==> config.mk <==
export PLATFORM = sky130hd
export DESIGN_NAME = mips_core
export DESIGN_NICKNAME = d
export VERILOG_FILES = /design/src/hdl/mips_pkg.sv /design/src/hdl/fetch_stage.sv /design/src/hdl/decode_stage.sv /design/src/hdl/reg_file.sv /design/src/hdl/execute_stage.sv /design/src/hdl/memory_stage.sv /design/src/hdl/mips_core.sv
export VERILOG_INCLUDE_DIRS = /design/src /design/src/hdl
export SDC_FILE = /design/constraint.sdc
export NUM_CORES = 2
export LEC_CHECK = 0
export BUFFER_PORTS_ARGS = -buffer_cell sky130_fd_sc_hd__clkbuf_2
export CAP_MARGIN = 30
export CORE_MARGIN = 2
export CORE_UTILIZATION = 50
export CTS_CLUSTER_DIAMETER = 200
export DETAILED_ROUTE_END_ITERATION = 10
export PLACE_DENSITY = 0.66
export SYNTH_ARGS = -nofsm -noshare
export SYNTH_HDL_FRONTEND = slang
export SYNTH_SLANG_ARGS = --single-unit
==> constraint.sdc <==
create_clock -name clk -period 6.5 [get_ports clk]
set_input_delay 0.975 -clock clk [delete_from_list [all_inputs] [get_ports clk]]
set_output_delay 0.975 -clock clk [all_outputs]
set_load 0.005 [all_outputs]
==> src/hdl/mips_params.svh <==
`ifndef MIPS_PARAMS_SVH
`define MIPS_PARAMS_SVH

// datapath word
`define DATA_W 32

// general register file
`define REG_ADDR_W 5
`define REG_NUM 32

// program counter
`define PC_STEP 32'd4
`define RESET_PC 32'h0000_0000

`endif

==> src/hdl/mips_pkg.sv <==
`include "mips_params.svh"

package mips_pkg;

  //////////////////////////////
  // instruction encodings
  //////////////////////////////

  typedef enum logic [5:0] {
    OP_SPECIAL = 6'h00,
    OP_ADDIU   = 6'h09,
    OP_ANDI    = 6'h0c,
    OP_ORI     = 6'h0d,
    OP_XORI    = 6'h0e,
    OP_LUI     = 6'h0f,
    OP_LW      = 6'h23,
    OP_SW      = 6'h2b
  } opcode_e;

  // function field under SPECIAL
  typedef enum logic [5:0] {
    FN_ADDU = 6'h21,
    FN_SUBU = 6'h23,
    FN_AND  = 6'h24,
    FN_OR   = 6'h25,
    FN_XOR  = 6'h26
  } funct_e;

  // all-zero value is the bubble
  typedef enum logic [2:0] {
    ALU_NOP,
    ALU_OR,
    ALU_AND,
    ALU_XOR,
    ALU_ADD,
    ALU_SUB,
    ALU_LUI
  } alu_op_e;

  typedef enum logic [1:0] {
    MEM_NONE,
    MEM_LOAD,
    MEM_STORE
  } mem_op_e;

  //////////////////////////////
  // instruction fields
  //////////////////////////////

  // R layout; the I immediate is {rd, shamt, funct}
  typedef struct packed {
    logic [5:0]             opcode;
    logic [`REG_ADDR_W-1:0] rs;
    logic [`REG_ADDR_W-1:0] rt;
    logic [`REG_ADDR_W-1:0] rd;
    logic [4:0]             shamt;
    logic [5:0]             funct;
  } inst_t;

  //////////////////////////////
  // pipeline bundles
  //////////////////////////////

  typedef struct packed {
    logic                   we;
    logic [`REG_ADDR_W-1:0] addr;
    logic [`DATA_W-1:0]     data;
  } reg_wr_t;

  typedef struct packed {
    alu_op_e                alu_op;
    mem_op_e                mem_op;
    logic [`DATA_W-1:0]     op_a;
    logic [`DATA_W-1:0]     op_b;
    logic [`DATA_W-1:0]     store_data;
    logic                   we;
    logic [`REG_ADDR_W-1:0] waddr;
  } id_ex_t;

  // result doubles as the data RAM address
  typedef struct packed {
    mem_op_e                mem_op;
    logic [`DATA_W-1:0]     result;
    logic [`DATA_W-1:0]     store_data;
    logic                   we;
    logic [`REG_ADDR_W-1:0] waddr;
  } ex_mem_t;

endpackage

==> src/hdl/fetch_stage.sv <==
`timescale 1ns/1ps
`include "mips_params.svh"

module fetch_stage (
  input  logic               clk,
  input  logic               reset_i,
  input  logic               stall_i,
  input  logic [`DATA_W-1:0] inst_i,
  output logic [`DATA_W-1:0] inst_addr_o,
  output logic               inst_ce_o,
  output logic [`DATA_W-1:0] if_pc_o,
  output logic [`DATA_W-1:0] if_inst_o
);

  logic [`DATA_W-1:0] pc_q;
  logic               ce_q;

  // fetch enable comes up one cycle after reset
  always_ff @(posedge clk) begin
    if (reset_i) begin
      ce_q <= 1'b0;
    end else begin
      ce_q <= 1'b1;
    end
  end

  // pc holds while decode asks for a stall
  always_ff @(posedge clk) begin
    if (reset_i) begin
      pc_q <= `RESET_PC;
    end else if (ce_q && !stall_i) begin
      pc_q <= pc_q + `PC_STEP;
    end
  end

  //////////////////////////////
  // IF/ID register
  //////////////////////////////
  always_ff @(posedge clk) begin
    if (reset_i) begin
      if_inst_o <= '0;
    end else if (!stall_i) begin
      // zero word is a no-op while fetch is off
      if_inst_o <= ce_q ? inst_i : '0;
    end
  end

  always_ff @(posedge clk) begin
    if (!stall_i) begin
      if_pc_o <= pc_q;
    end
  end

  assign inst_addr_o = pc_q;
  assign inst_ce_o   = ce_q;

endmodule

==> src/hdl/decode_stage.sv <==
`timescale 1ns/1ps
`include "mips_params.svh"

module decode_stage (
  input  logic                   clk,
  input  logic                   reset_i,
  input  logic [`DATA_W-1:0]     if_inst_i,
  output logic [`REG_ADDR_W-1:0] rs_addr_o,
  output logic [`REG_ADDR_W-1:0] rt_addr_o,
  input  logic [`DATA_W-1:0]     rs_data_i,
  input  logic [`DATA_W-1:0]     rt_data_i,
  input  mips_pkg::reg_wr_t      ex_fwd_i,
  input  mips_pkg::reg_wr_t      mem_fwd_i,
  output logic                   stall_o,
  output mips_pkg::id_ex_t       id_ex_o
);

  mips_pkg::inst_t        inst;
  logic [15:0]            imm16;
  mips_pkg::alu_op_e      alu_op;
  mips_pkg::mem_op_e      mem_op;
  logic                   we;
  logic [`REG_ADDR_W-1:0] waddr;
  logic                   use_imm;
  logic                   rs_used;
  logic                   rt_used;
  logic [`DATA_W-1:0]     imm_ext;
  logic [`DATA_W-1:0]     rs_val;
  logic [`DATA_W-1:0]     rt_val;
  mips_pkg::id_ex_t       id_ex_d;

  // execute first, then memory, then the register file
  function automatic logic [`DATA_W-1:0] pick_operand(
    input logic [`REG_ADDR_W-1:0] addr,
    input logic [`DATA_W-1:0]     rf_data,
    input mips_pkg::reg_wr_t      ex_fwd,
    input mips_pkg::reg_wr_t      mem_fwd
  );
    if (addr != '0 && ex_fwd.we && ex_fwd.addr == addr) begin
      return ex_fwd.data;
    end
    if (addr != '0 && mem_fwd.we && mem_fwd.addr == addr) begin
      return mem_fwd.data;
    end
    return rf_data;
  endfunction

  assign inst      = if_inst_i;
  assign imm16     = {inst.rd, inst.shamt, inst.funct};
  assign rs_addr_o = inst.rs;
  assign rt_addr_o = inst.rt;

  //////////////////////////////
  // opcode decode
  //////////////////////////////
  always_comb begin
    alu_op  = mips_pkg::ALU_NOP;
    mem_op  = mips_pkg::MEM_NONE;
    we      = 1'b0;
    waddr   = inst.rt;
    use_imm = 1'b1;
    rs_used = 1'b1;
    rt_used = 1'b0;
    imm_ext = {16'b0, imm16};
    case (inst.opcode)
      mips_pkg::OP_SPECIAL: begin
        waddr   = inst.rd;
        use_imm = 1'b0;
        rt_used = 1'b1;
        we      = 1'b1;
        case (inst.funct)
          mips_pkg::FN_OR:   alu_op = mips_pkg::ALU_OR;
          mips_pkg::FN_AND:  alu_op = mips_pkg::ALU_AND;
          mips_pkg::FN_XOR:  alu_op = mips_pkg::ALU_XOR;
          mips_pkg::FN_ADDU: alu_op = mips_pkg::ALU_ADD;
          mips_pkg::FN_SUBU: alu_op = mips_pkg::ALU_SUB;
          default: begin
            // unknown function, treated as a no-op
            we      = 1'b0;
            rs_used = 1'b0;
            rt_used = 1'b0;
          end
        endcase
      end
      mips_pkg::OP_ORI: begin
        alu_op = mips_pkg::ALU_OR;
        we     = 1'b1;
      end
      mips_pkg::OP_ANDI: begin
        alu_op = mips_pkg::ALU_AND;
        we     = 1'b1;
      end
      mips_pkg::OP_XORI: begin
        alu_op = mips_pkg::ALU_XOR;
        we     = 1'b1;
      end
      mips_pkg::OP_ADDIU: begin
        alu_op  = mips_pkg::ALU_ADD;
        we      = 1'b1;
        imm_ext = {{16{imm16[15]}}, imm16};
      end
      mips_pkg::OP_LUI: begin
        alu_op  = mips_pkg::ALU_LUI;
        we      = 1'b1;
        rs_used = 1'b0;
        imm_ext = {imm16, 16'b0};
      end
      mips_pkg::OP_LW: begin
        alu_op  = mips_pkg::ALU_ADD;
        mem_op  = mips_pkg::MEM_LOAD;
        we      = 1'b1;
        imm_ext = {{16{imm16[15]}}, imm16};
      end
      mips_pkg::OP_SW: begin
        alu_op  = mips_pkg::ALU_ADD;
        mem_op  = mips_pkg::MEM_STORE;
        rt_used = 1'b1;
        imm_ext = {{16{imm16[15]}}, imm16};
      end
      default: rs_used = 1'b0;
    endcase
  end

  assign rs_val = pick_operand(inst.rs, rs_data_i, ex_fwd_i, mem_fwd_i);
  assign rt_val = pick_operand(inst.rt, rt_data_i, ex_fwd_i, mem_fwd_i);

  // load in execute whose data is needed here
  assign stall_o = (id_ex_o.mem_op == mips_pkg::MEM_LOAD) && id_ex_o.we &&
                   (id_ex_o.waddr != '0) &&
                   ((rs_used && id_ex_o.waddr == inst.rs) ||
                    (rt_used && id_ex_o.waddr == inst.rt));

  assign id_ex_d = '{alu_op:     alu_op,
                     mem_op:     mem_op,
                     op_a:       rs_val,
                     op_b:       use_imm ? imm_ext : rt_val,
                     store_data: rt_val,
                     we:         we,
                     waddr:      waddr};

  //////////////////////////////
  // ID/EX register
  //////////////////////////////
  always_ff @(posedge clk) begin
    if (reset_i) begin
      id_ex_o <= '0;
    end else if (stall_o) begin
      id_ex_o <= '0;
    end else begin
      id_ex_o <= id_ex_d;
    end
  end

endmodule

==> src/hdl/reg_file.sv <==
`timescale 1ns/1ps
`include "mips_params.svh"

module reg_file (
  input  logic                   clk,
  input  logic                   reset_i,
  input  logic [`REG_ADDR_W-1:0] rs_addr_i,
  input  logic [`REG_ADDR_W-1:0] rt_addr_i,
  output logic [`DATA_W-1:0]     rs_data_o,
  output logic [`DATA_W-1:0]     rt_data_o,
  input  mips_pkg::reg_wr_t      wr_i
);

  logic [`DATA_W-1:0] regs [`REG_NUM];

  // r0 is hardwired, same-cycle write passes straight through
  function automatic logic [`DATA_W-1:0] read_port(
    input logic [`REG_ADDR_W-1:0] addr,
    input logic [`DATA_W-1:0]     stored,
    input mips_pkg::reg_wr_t      wr
  );
    if (addr == '0) begin
      return '0;
    end
    if (wr.we && wr.addr == addr) begin
      return wr.data;
    end
    return stored;
  endfunction

  always_ff @(posedge clk) begin
    if (reset_i) begin
      for (int i = 0; i < `REG_NUM; i++) begin
        regs[i] <= '0;
      end
    end else if (wr_i.we && wr_i.addr != '0) begin
      regs[wr_i.addr] <= wr_i.data;
    end
  end

  assign rs_data_o = read_port(rs_addr_i, regs[rs_addr_i], wr_i);
  assign rt_data_o = read_port(rt_addr_i, regs[rt_addr_i], wr_i);

endmodule

==> src/hdl/execute_stage.sv <==
`timescale 1ns/1ps
`include "mips_params.svh"

module execute_stage (
  input  logic               clk,
  input  logic               reset_i,
  input  mips_pkg::id_ex_t   id_ex_i,
  output mips_pkg::reg_wr_t  ex_fwd_o,
  output mips_pkg::ex_mem_t  ex_mem_o
);

  logic [`DATA_W-1:0] alu_result;

  //////////////////////////////
  // ALU
  //////////////////////////////
  always_comb begin
    case (id_ex_i.alu_op)
      mips_pkg::ALU_OR:  alu_result = id_ex_i.op_a | id_ex_i.op_b;
      mips_pkg::ALU_AND: alu_result = id_ex_i.op_a & id_ex_i.op_b;
      mips_pkg::ALU_XOR: alu_result = id_ex_i.op_a ^ id_ex_i.op_b;
      mips_pkg::ALU_ADD: alu_result = id_ex_i.op_a + id_ex_i.op_b;
      mips_pkg::ALU_SUB: alu_result = id_ex_i.op_a - id_ex_i.op_b;
      // immediate already sits in the upper half
      mips_pkg::ALU_LUI: alu_result = id_ex_i.op_b;
      default:           alu_result = '0;
    endcase
  end

  // a load result only exists after the RAM read
  assign ex_fwd_o = '{we:   id_ex_i.we && (id_ex_i.mem_op != mips_pkg::MEM_LOAD),
                      addr: id_ex_i.waddr,
                      data: alu_result};

  //////////////////////////////
  // EX/MEM register
  //////////////////////////////
  always_ff @(posedge clk) begin
    if (reset_i) begin
      ex_mem_o <= '0;
    end else begin
      ex_mem_o <= '{mem_op:     id_ex_i.mem_op,
                    result:     alu_result,
                    store_data: id_ex_i.store_data,
                    we:         id_ex_i.we,
                    waddr:      id_ex_i.waddr};
    end
  end

endmodule

==> src/hdl/memory_stage.sv <==
`timescale 1ns/1ps
`include "mips_params.svh"

module memory_stage (
  input  logic               clk,
  input  logic               reset_i,
  input  mips_pkg::ex_mem_t  ex_mem_i,
  input  logic [`DATA_W-1:0] ram_data_i,
  output logic               ram_ce_o,
  output logic               ram_we_o,
  output logic [`DATA_W-1:0] ram_addr_o,
  output logic [`DATA_W-1:0] ram_data_o,
  output mips_pkg::reg_wr_t  mem_fwd_o,
  output mips_pkg::reg_wr_t  wb_o
);

  logic               is_load;
  logic [`DATA_W-1:0] stage_data;

  // data RAM request
  assign is_load    = (ex_mem_i.mem_op == mips_pkg::MEM_LOAD);
  assign ram_ce_o   = (ex_mem_i.mem_op != mips_pkg::MEM_NONE);
  assign ram_we_o   = (ex_mem_i.mem_op == mips_pkg::MEM_STORE);
  assign ram_addr_o = ex_mem_i.result;
  assign ram_data_o = ex_mem_i.store_data;

  // load word or the ALU result
  assign stage_data = is_load ? ram_data_i : ex_mem_i.result;

  assign mem_fwd_o = '{we:   ex_mem_i.we,
                       addr: ex_mem_i.waddr,
                       data: stage_data};

  //////////////////////////////
  // MEM/WB register
  //////////////////////////////
  always_ff @(posedge clk) begin
    if (reset_i) begin
      wb_o <= '0;
    end else begin
      wb_o <= mem_fwd_o;
    end
  end

endmodule

==> src/hdl/mips_core.sv <==
`timescale 1ns/1ps
`include "mips_params.svh"

module mips_core (
  input  logic               clk,
  input  logic               reset_i,
  input  logic [`DATA_W-1:0] inst_i,
  output logic [`DATA_W-1:0] inst_addr_o,
  output logic               inst_ce_o,
  input  logic [`DATA_W-1:0] ram_data_i,
  output logic               ram_ce_o,
  output logic               ram_we_o,
  output logic [`DATA_W-1:0] ram_addr_o,
  output logic [`DATA_W-1:0] ram_data_o
);

  //////////////////////////////
  // stage to stage
  //////////////////////////////
  logic                   stall;
  logic [`DATA_W-1:0]     if_inst;
  mips_pkg::id_ex_t       id_ex;
  mips_pkg::ex_mem_t      ex_mem;

  // register file ports
  logic [`REG_ADDR_W-1:0] rs_addr;
  logic [`REG_ADDR_W-1:0] rt_addr;
  logic [`DATA_W-1:0]     rs_data;
  logic [`DATA_W-1:0]     rt_data;
  mips_pkg::reg_wr_t      wb;

  // results fed back into decode
  mips_pkg::reg_wr_t      ex_fwd;
  mips_pkg::reg_wr_t      mem_fwd;

  fetch_stage u_fetch (
    .clk         (clk),
    .reset_i     (reset_i),
    .stall_i     (stall),
    .inst_i      (inst_i),
    .inst_addr_o (inst_addr_o),
    .inst_ce_o   (inst_ce_o),
    .if_pc_o     (),
    .if_inst_o   (if_inst)
  );

  decode_stage u_decode (
    .clk       (clk),
    .reset_i   (reset_i),
    .if_inst_i (if_inst),
    .rs_addr_o (rs_addr),
    .rt_addr_o (rt_addr),
    .rs_data_i (rs_data),
    .rt_data_i (rt_data),
    .ex_fwd_i  (ex_fwd),
    .mem_fwd_i (mem_fwd),
    .stall_o   (stall),
    .id_ex_o   (id_ex)
  );

  reg_file u_reg_file (
    .clk       (clk),
    .reset_i   (reset_i),
    .rs_addr_i (rs_addr),
    .rt_addr_i (rt_addr),
    .rs_data_o (rs_data),
    .rt_data_o (rt_data),
    .wr_i      (wb)
  );

  execute_stage u_execute (
    .clk      (clk),
    .reset_i  (reset_i),
    .id_ex_i  (id_ex),
    .ex_fwd_o (ex_fwd),
    .ex_mem_o (ex_mem)
  );

  memory_stage u_memory (
    .clk        (clk),
    .reset_i    (reset_i),
    .ex_mem_i   (ex_mem),
    .ram_data_i (ram_data_i),
    .ram_ce_o   (ram_ce_o),
    .ram_we_o   (ram_we_o),
    .ram_addr_o (ram_addr_o),
    .ram_data_o (ram_data_o),
    .mem_fwd_o  (mem_fwd),
    .wb_o       (wb)
  );

endmodule

==> results.toml <==
[grt]
grt_pass1_wl_um = 342000
overflow = 0
grtUsageTotal = 0.338
grt_max_degree = 73
grt_pass1_vias = 46800
antenna_found_initial = 19

[worst_setup_path]
slowest_stage = "or3_4"
crit_arrival_ns = 5.76
r2r-start = "u_decode.id_ex_o[42]"
crit_required_ns = 7.13
critical_path_class = "flop to flop"
critPathTopFamily = "simple AND/OR/NAND/NOR gates"
path_cells = "or3_4, nor3b_2, nand2b_1, or3_1, or3_1, nor2_1, nor2_1, xnor2_1, ha_1, a21oi_1, o21ai_0, o31a_1, nor2_1, o21ai_0, or3_1, a31oi_1, a22o_1, o22ai_1"
critPathCaptureType = "flop"
start_kind = "flop"
startpoint = "u_decode.id_ex_o[42]"
path_buf_inv = 0
cp_max_fo = 10
slowest_delay_ns = 0.44

[synthesis]
synth_top_family_by_area = "multiplexers"
synth_cells = 5300
synthMuxAreaShare = 0.208
async_reset_ff_frac = 0
synth_edf_count = 1024
synth_common_cells = "edfxtp_1, and2_1, mux4_2"
synthAdderAreaFrac = 0.0175
ys_ff_latch = 1314
post-synth-top-count-cell = "edfxtp_1"
synth-simple-area-share = 0.142
synth_area_mm2 = 0.0704
yosys_warnings = 0
synth_seq_area_share = 0.520
postSynthAreaPerCell_um2 = 13.3
synth_compound_area_frac = 0.0571
synth_area_leaders = "edfxtp_1, mux4_2, and2_1, dfxtp_1, clkbuf_1"
synth_xor_area_frac = 0.0137
synth.largest_area_cell = "edfxtp_1"
synth.distinct_cells = 86
synthFlopType = "edfxtp_1"
synth_top_area_frac = 0.437

[timing]
finalClockSkew_ns = 0.0429
finalMaxSlewViolations = 0
whs_ns = 0.437
fin_tns_setup_ns = 0
setup_viol_count_final = 0
timing.final.hold_violations = 0
fin_crit_sh = 0.790
worstMarginPinSlew_ns = 1.08
layout_min_cycle_time_ns = 5.14
rsz0062_at_grt = "false"
relSlewSlack = 0.279
fmax_mhz = 195

[clock_network]
clock-sinks = 1314
tritoncts = "yes"
cts-resized-gates = 0
cts_root_buf = "clkbuf_16"
numCtsBuffers = 143
insertion_delay_ns = 0.82
h-tree-depth = 4
cts.path.max_buffers = 3
clkTransAtPathRegs_ns = 0.06
cts_setup_buffers = 0
hold_buffers = 0

[detailed_routing]
drtPass1Iterations = 8
first_iter_violations = 6965
vias_per_cell = 6.62
wirelength_um = 242000
drcViolationCount = 0
postRouteAntennaNets = 0
post_drt_wl_per_cell_um = 33.3
num_vias = 48000

[power]
cellLeakagePower_nw = 27.4
power.internal_w = 0.0146
power_frac_comb = 0.117
powerDensity_mw_per_mm2 = 254
ir_drop_v = 0.000215
clkPwrFrac = 0.400
p_switching_w = 0.00515
swShare = 0.261
p_seq_frac = 0.484

[floorplan]
core_area_mm2 = 0.140
die-width_um = 379
io_pins = 165
fp-row-count = 137
floorplan.die_area_mm2 = 0.144
fp.dieH_um = 379
initial_core_util = 0.504

[outcome]
status = "complete, no violations"

[worst_hold_path]
min_path_type = "flop to flop"
hp-start = "u_decode.id_ex_o[9]"

[layout]
nFillCells = 11300
nets = 5427
multi_input_area_mm2 = 0.0316
area_growth_pct = 10.8
seq_area_mm2 = 0.0366
design_area_mm2 = 0.0780
fin_util = 0.559
drive_gt1_frac = 0.238

[run]
maxCapViolations = 0

[place]
place_congestion = 0.939
dp_hpwl_um = 154000
io_buffers = 162
placed_area_mm2 = 0.0735
power groups by stage:
stage	clock [W]	sequential [W]	combinational, W
CTS	0.00794	0.00956	0.00225
detailed placement	0	0.00974	0.00224
global placement	0	0.00973	0.00223
floorplan	0	0.00962	0.00153
finish	0.00790	0.00957	0.00231
global route	0.00825	0.00960	0.00242
placed cells by master, fill, tap and decap left out, types with 28 or more instances in the layout:
| cell type | count |
|---|---|
| edfxtp_1 | 1024 |
| and2_1 | 1023 |
| mux4_2 | 609 |
| dfxtp_1 | 280 |
| nand2_1 | 216 |
| nor2_1 | 205 |
| a21oi_1 | 181 |
| o21ai_0 | 161 |
| clkbuf_2 | 161 |
| clkbuf_16 | 145 |
| buf_4 | 142 |
| ha_1 | 97 |
| inv_1 | 87 |
| nand3_1 | 84 |
| mux2i_1 | 76 |
| nor2b_1 | 65 |
| xnor2_1 | 62 |
| xor2_1 | 46 |
| a22oi_1 | 40 |
| conb_1 | 34 |
| clkbuf_1 | 30 |
| nor3_1 | 29 |
| a31oi_1 | 28 |
| clkinv_2 | 28 |
| o21ai_4 | 28 |
metrics by stage:
stage	instances	total power [W]	worst slack, ns
global route	7256	0.0203	1.03
global placement	6965	0.0120	1.40
detailed placement	6989	0.0120	1.46
CTS	7247	0.0198	1.41
finish	7260	0.0198	1.36
floorplan	5333	0.0111	1.96
registers in the layout, indices dropped and copies added (netlist names), named ones only:
name,cells
u_reg_file.regs,1024
u_decode.id_ex_o,107
u_execute.ex_mem_o,72
u_memory.wb_o,38
u_fetch.if_inst_o,32
u_fetch.inst_addr_o,30
u_fetch.inst_ce_o,1
final timing paths:
check / endpoint / slack (ns) / cells after the start
hold reg to reg: u_execute.ex_mem_o[9] / 0.44 / 1
hold / removal: u_execute.ex_mem_o[9] / 0.44 / 1
setup / recovery: u_decode.id_ex_o[67] / 1.36 / 18
setup reg to reg: u_decode.id_ex_o[67] / 1.36 / 18
routing by layer:
| layer | share of wire | GRT usage |
|---|---|---|
| met5 | 0.00020 | 0 |
| met4 | 0.058 | 0.179 |
| met3 | 0.11 | 0.0759 |
| met2 | 0.45 | 0.512 |
| met1 | 0.38 | 0.456 |
area by class of cell:
class | instances | share of cell area
Antenna cell | 8 | 0.000257
Inverter | 89 | 0.00430
Multi-Input combinational cell | 3373 | 0.405
Clock buffer | 180 | 0.0489
Clock inverter | 78 | 0.00789
Tap cell | 1876 | 0.0301
Sequential cell | 1314 | 0.469
Timing Repair Buffer | 342 | 0.0344
logic make-up (layout without fill, tap and decap cells):
kind of cell	Yosys count	count (layout)
AOI/OAI and AO/OA	643	643
adders and majority gates	98	98
xor gates and xnor gates	109	109
buffers and inverters	646	689
other	1	42
DFF	1314	1314
muxes	702	702
and+or+nand+nor	1787	1787
Note: power is estimated with default switching activity, not from simulation.
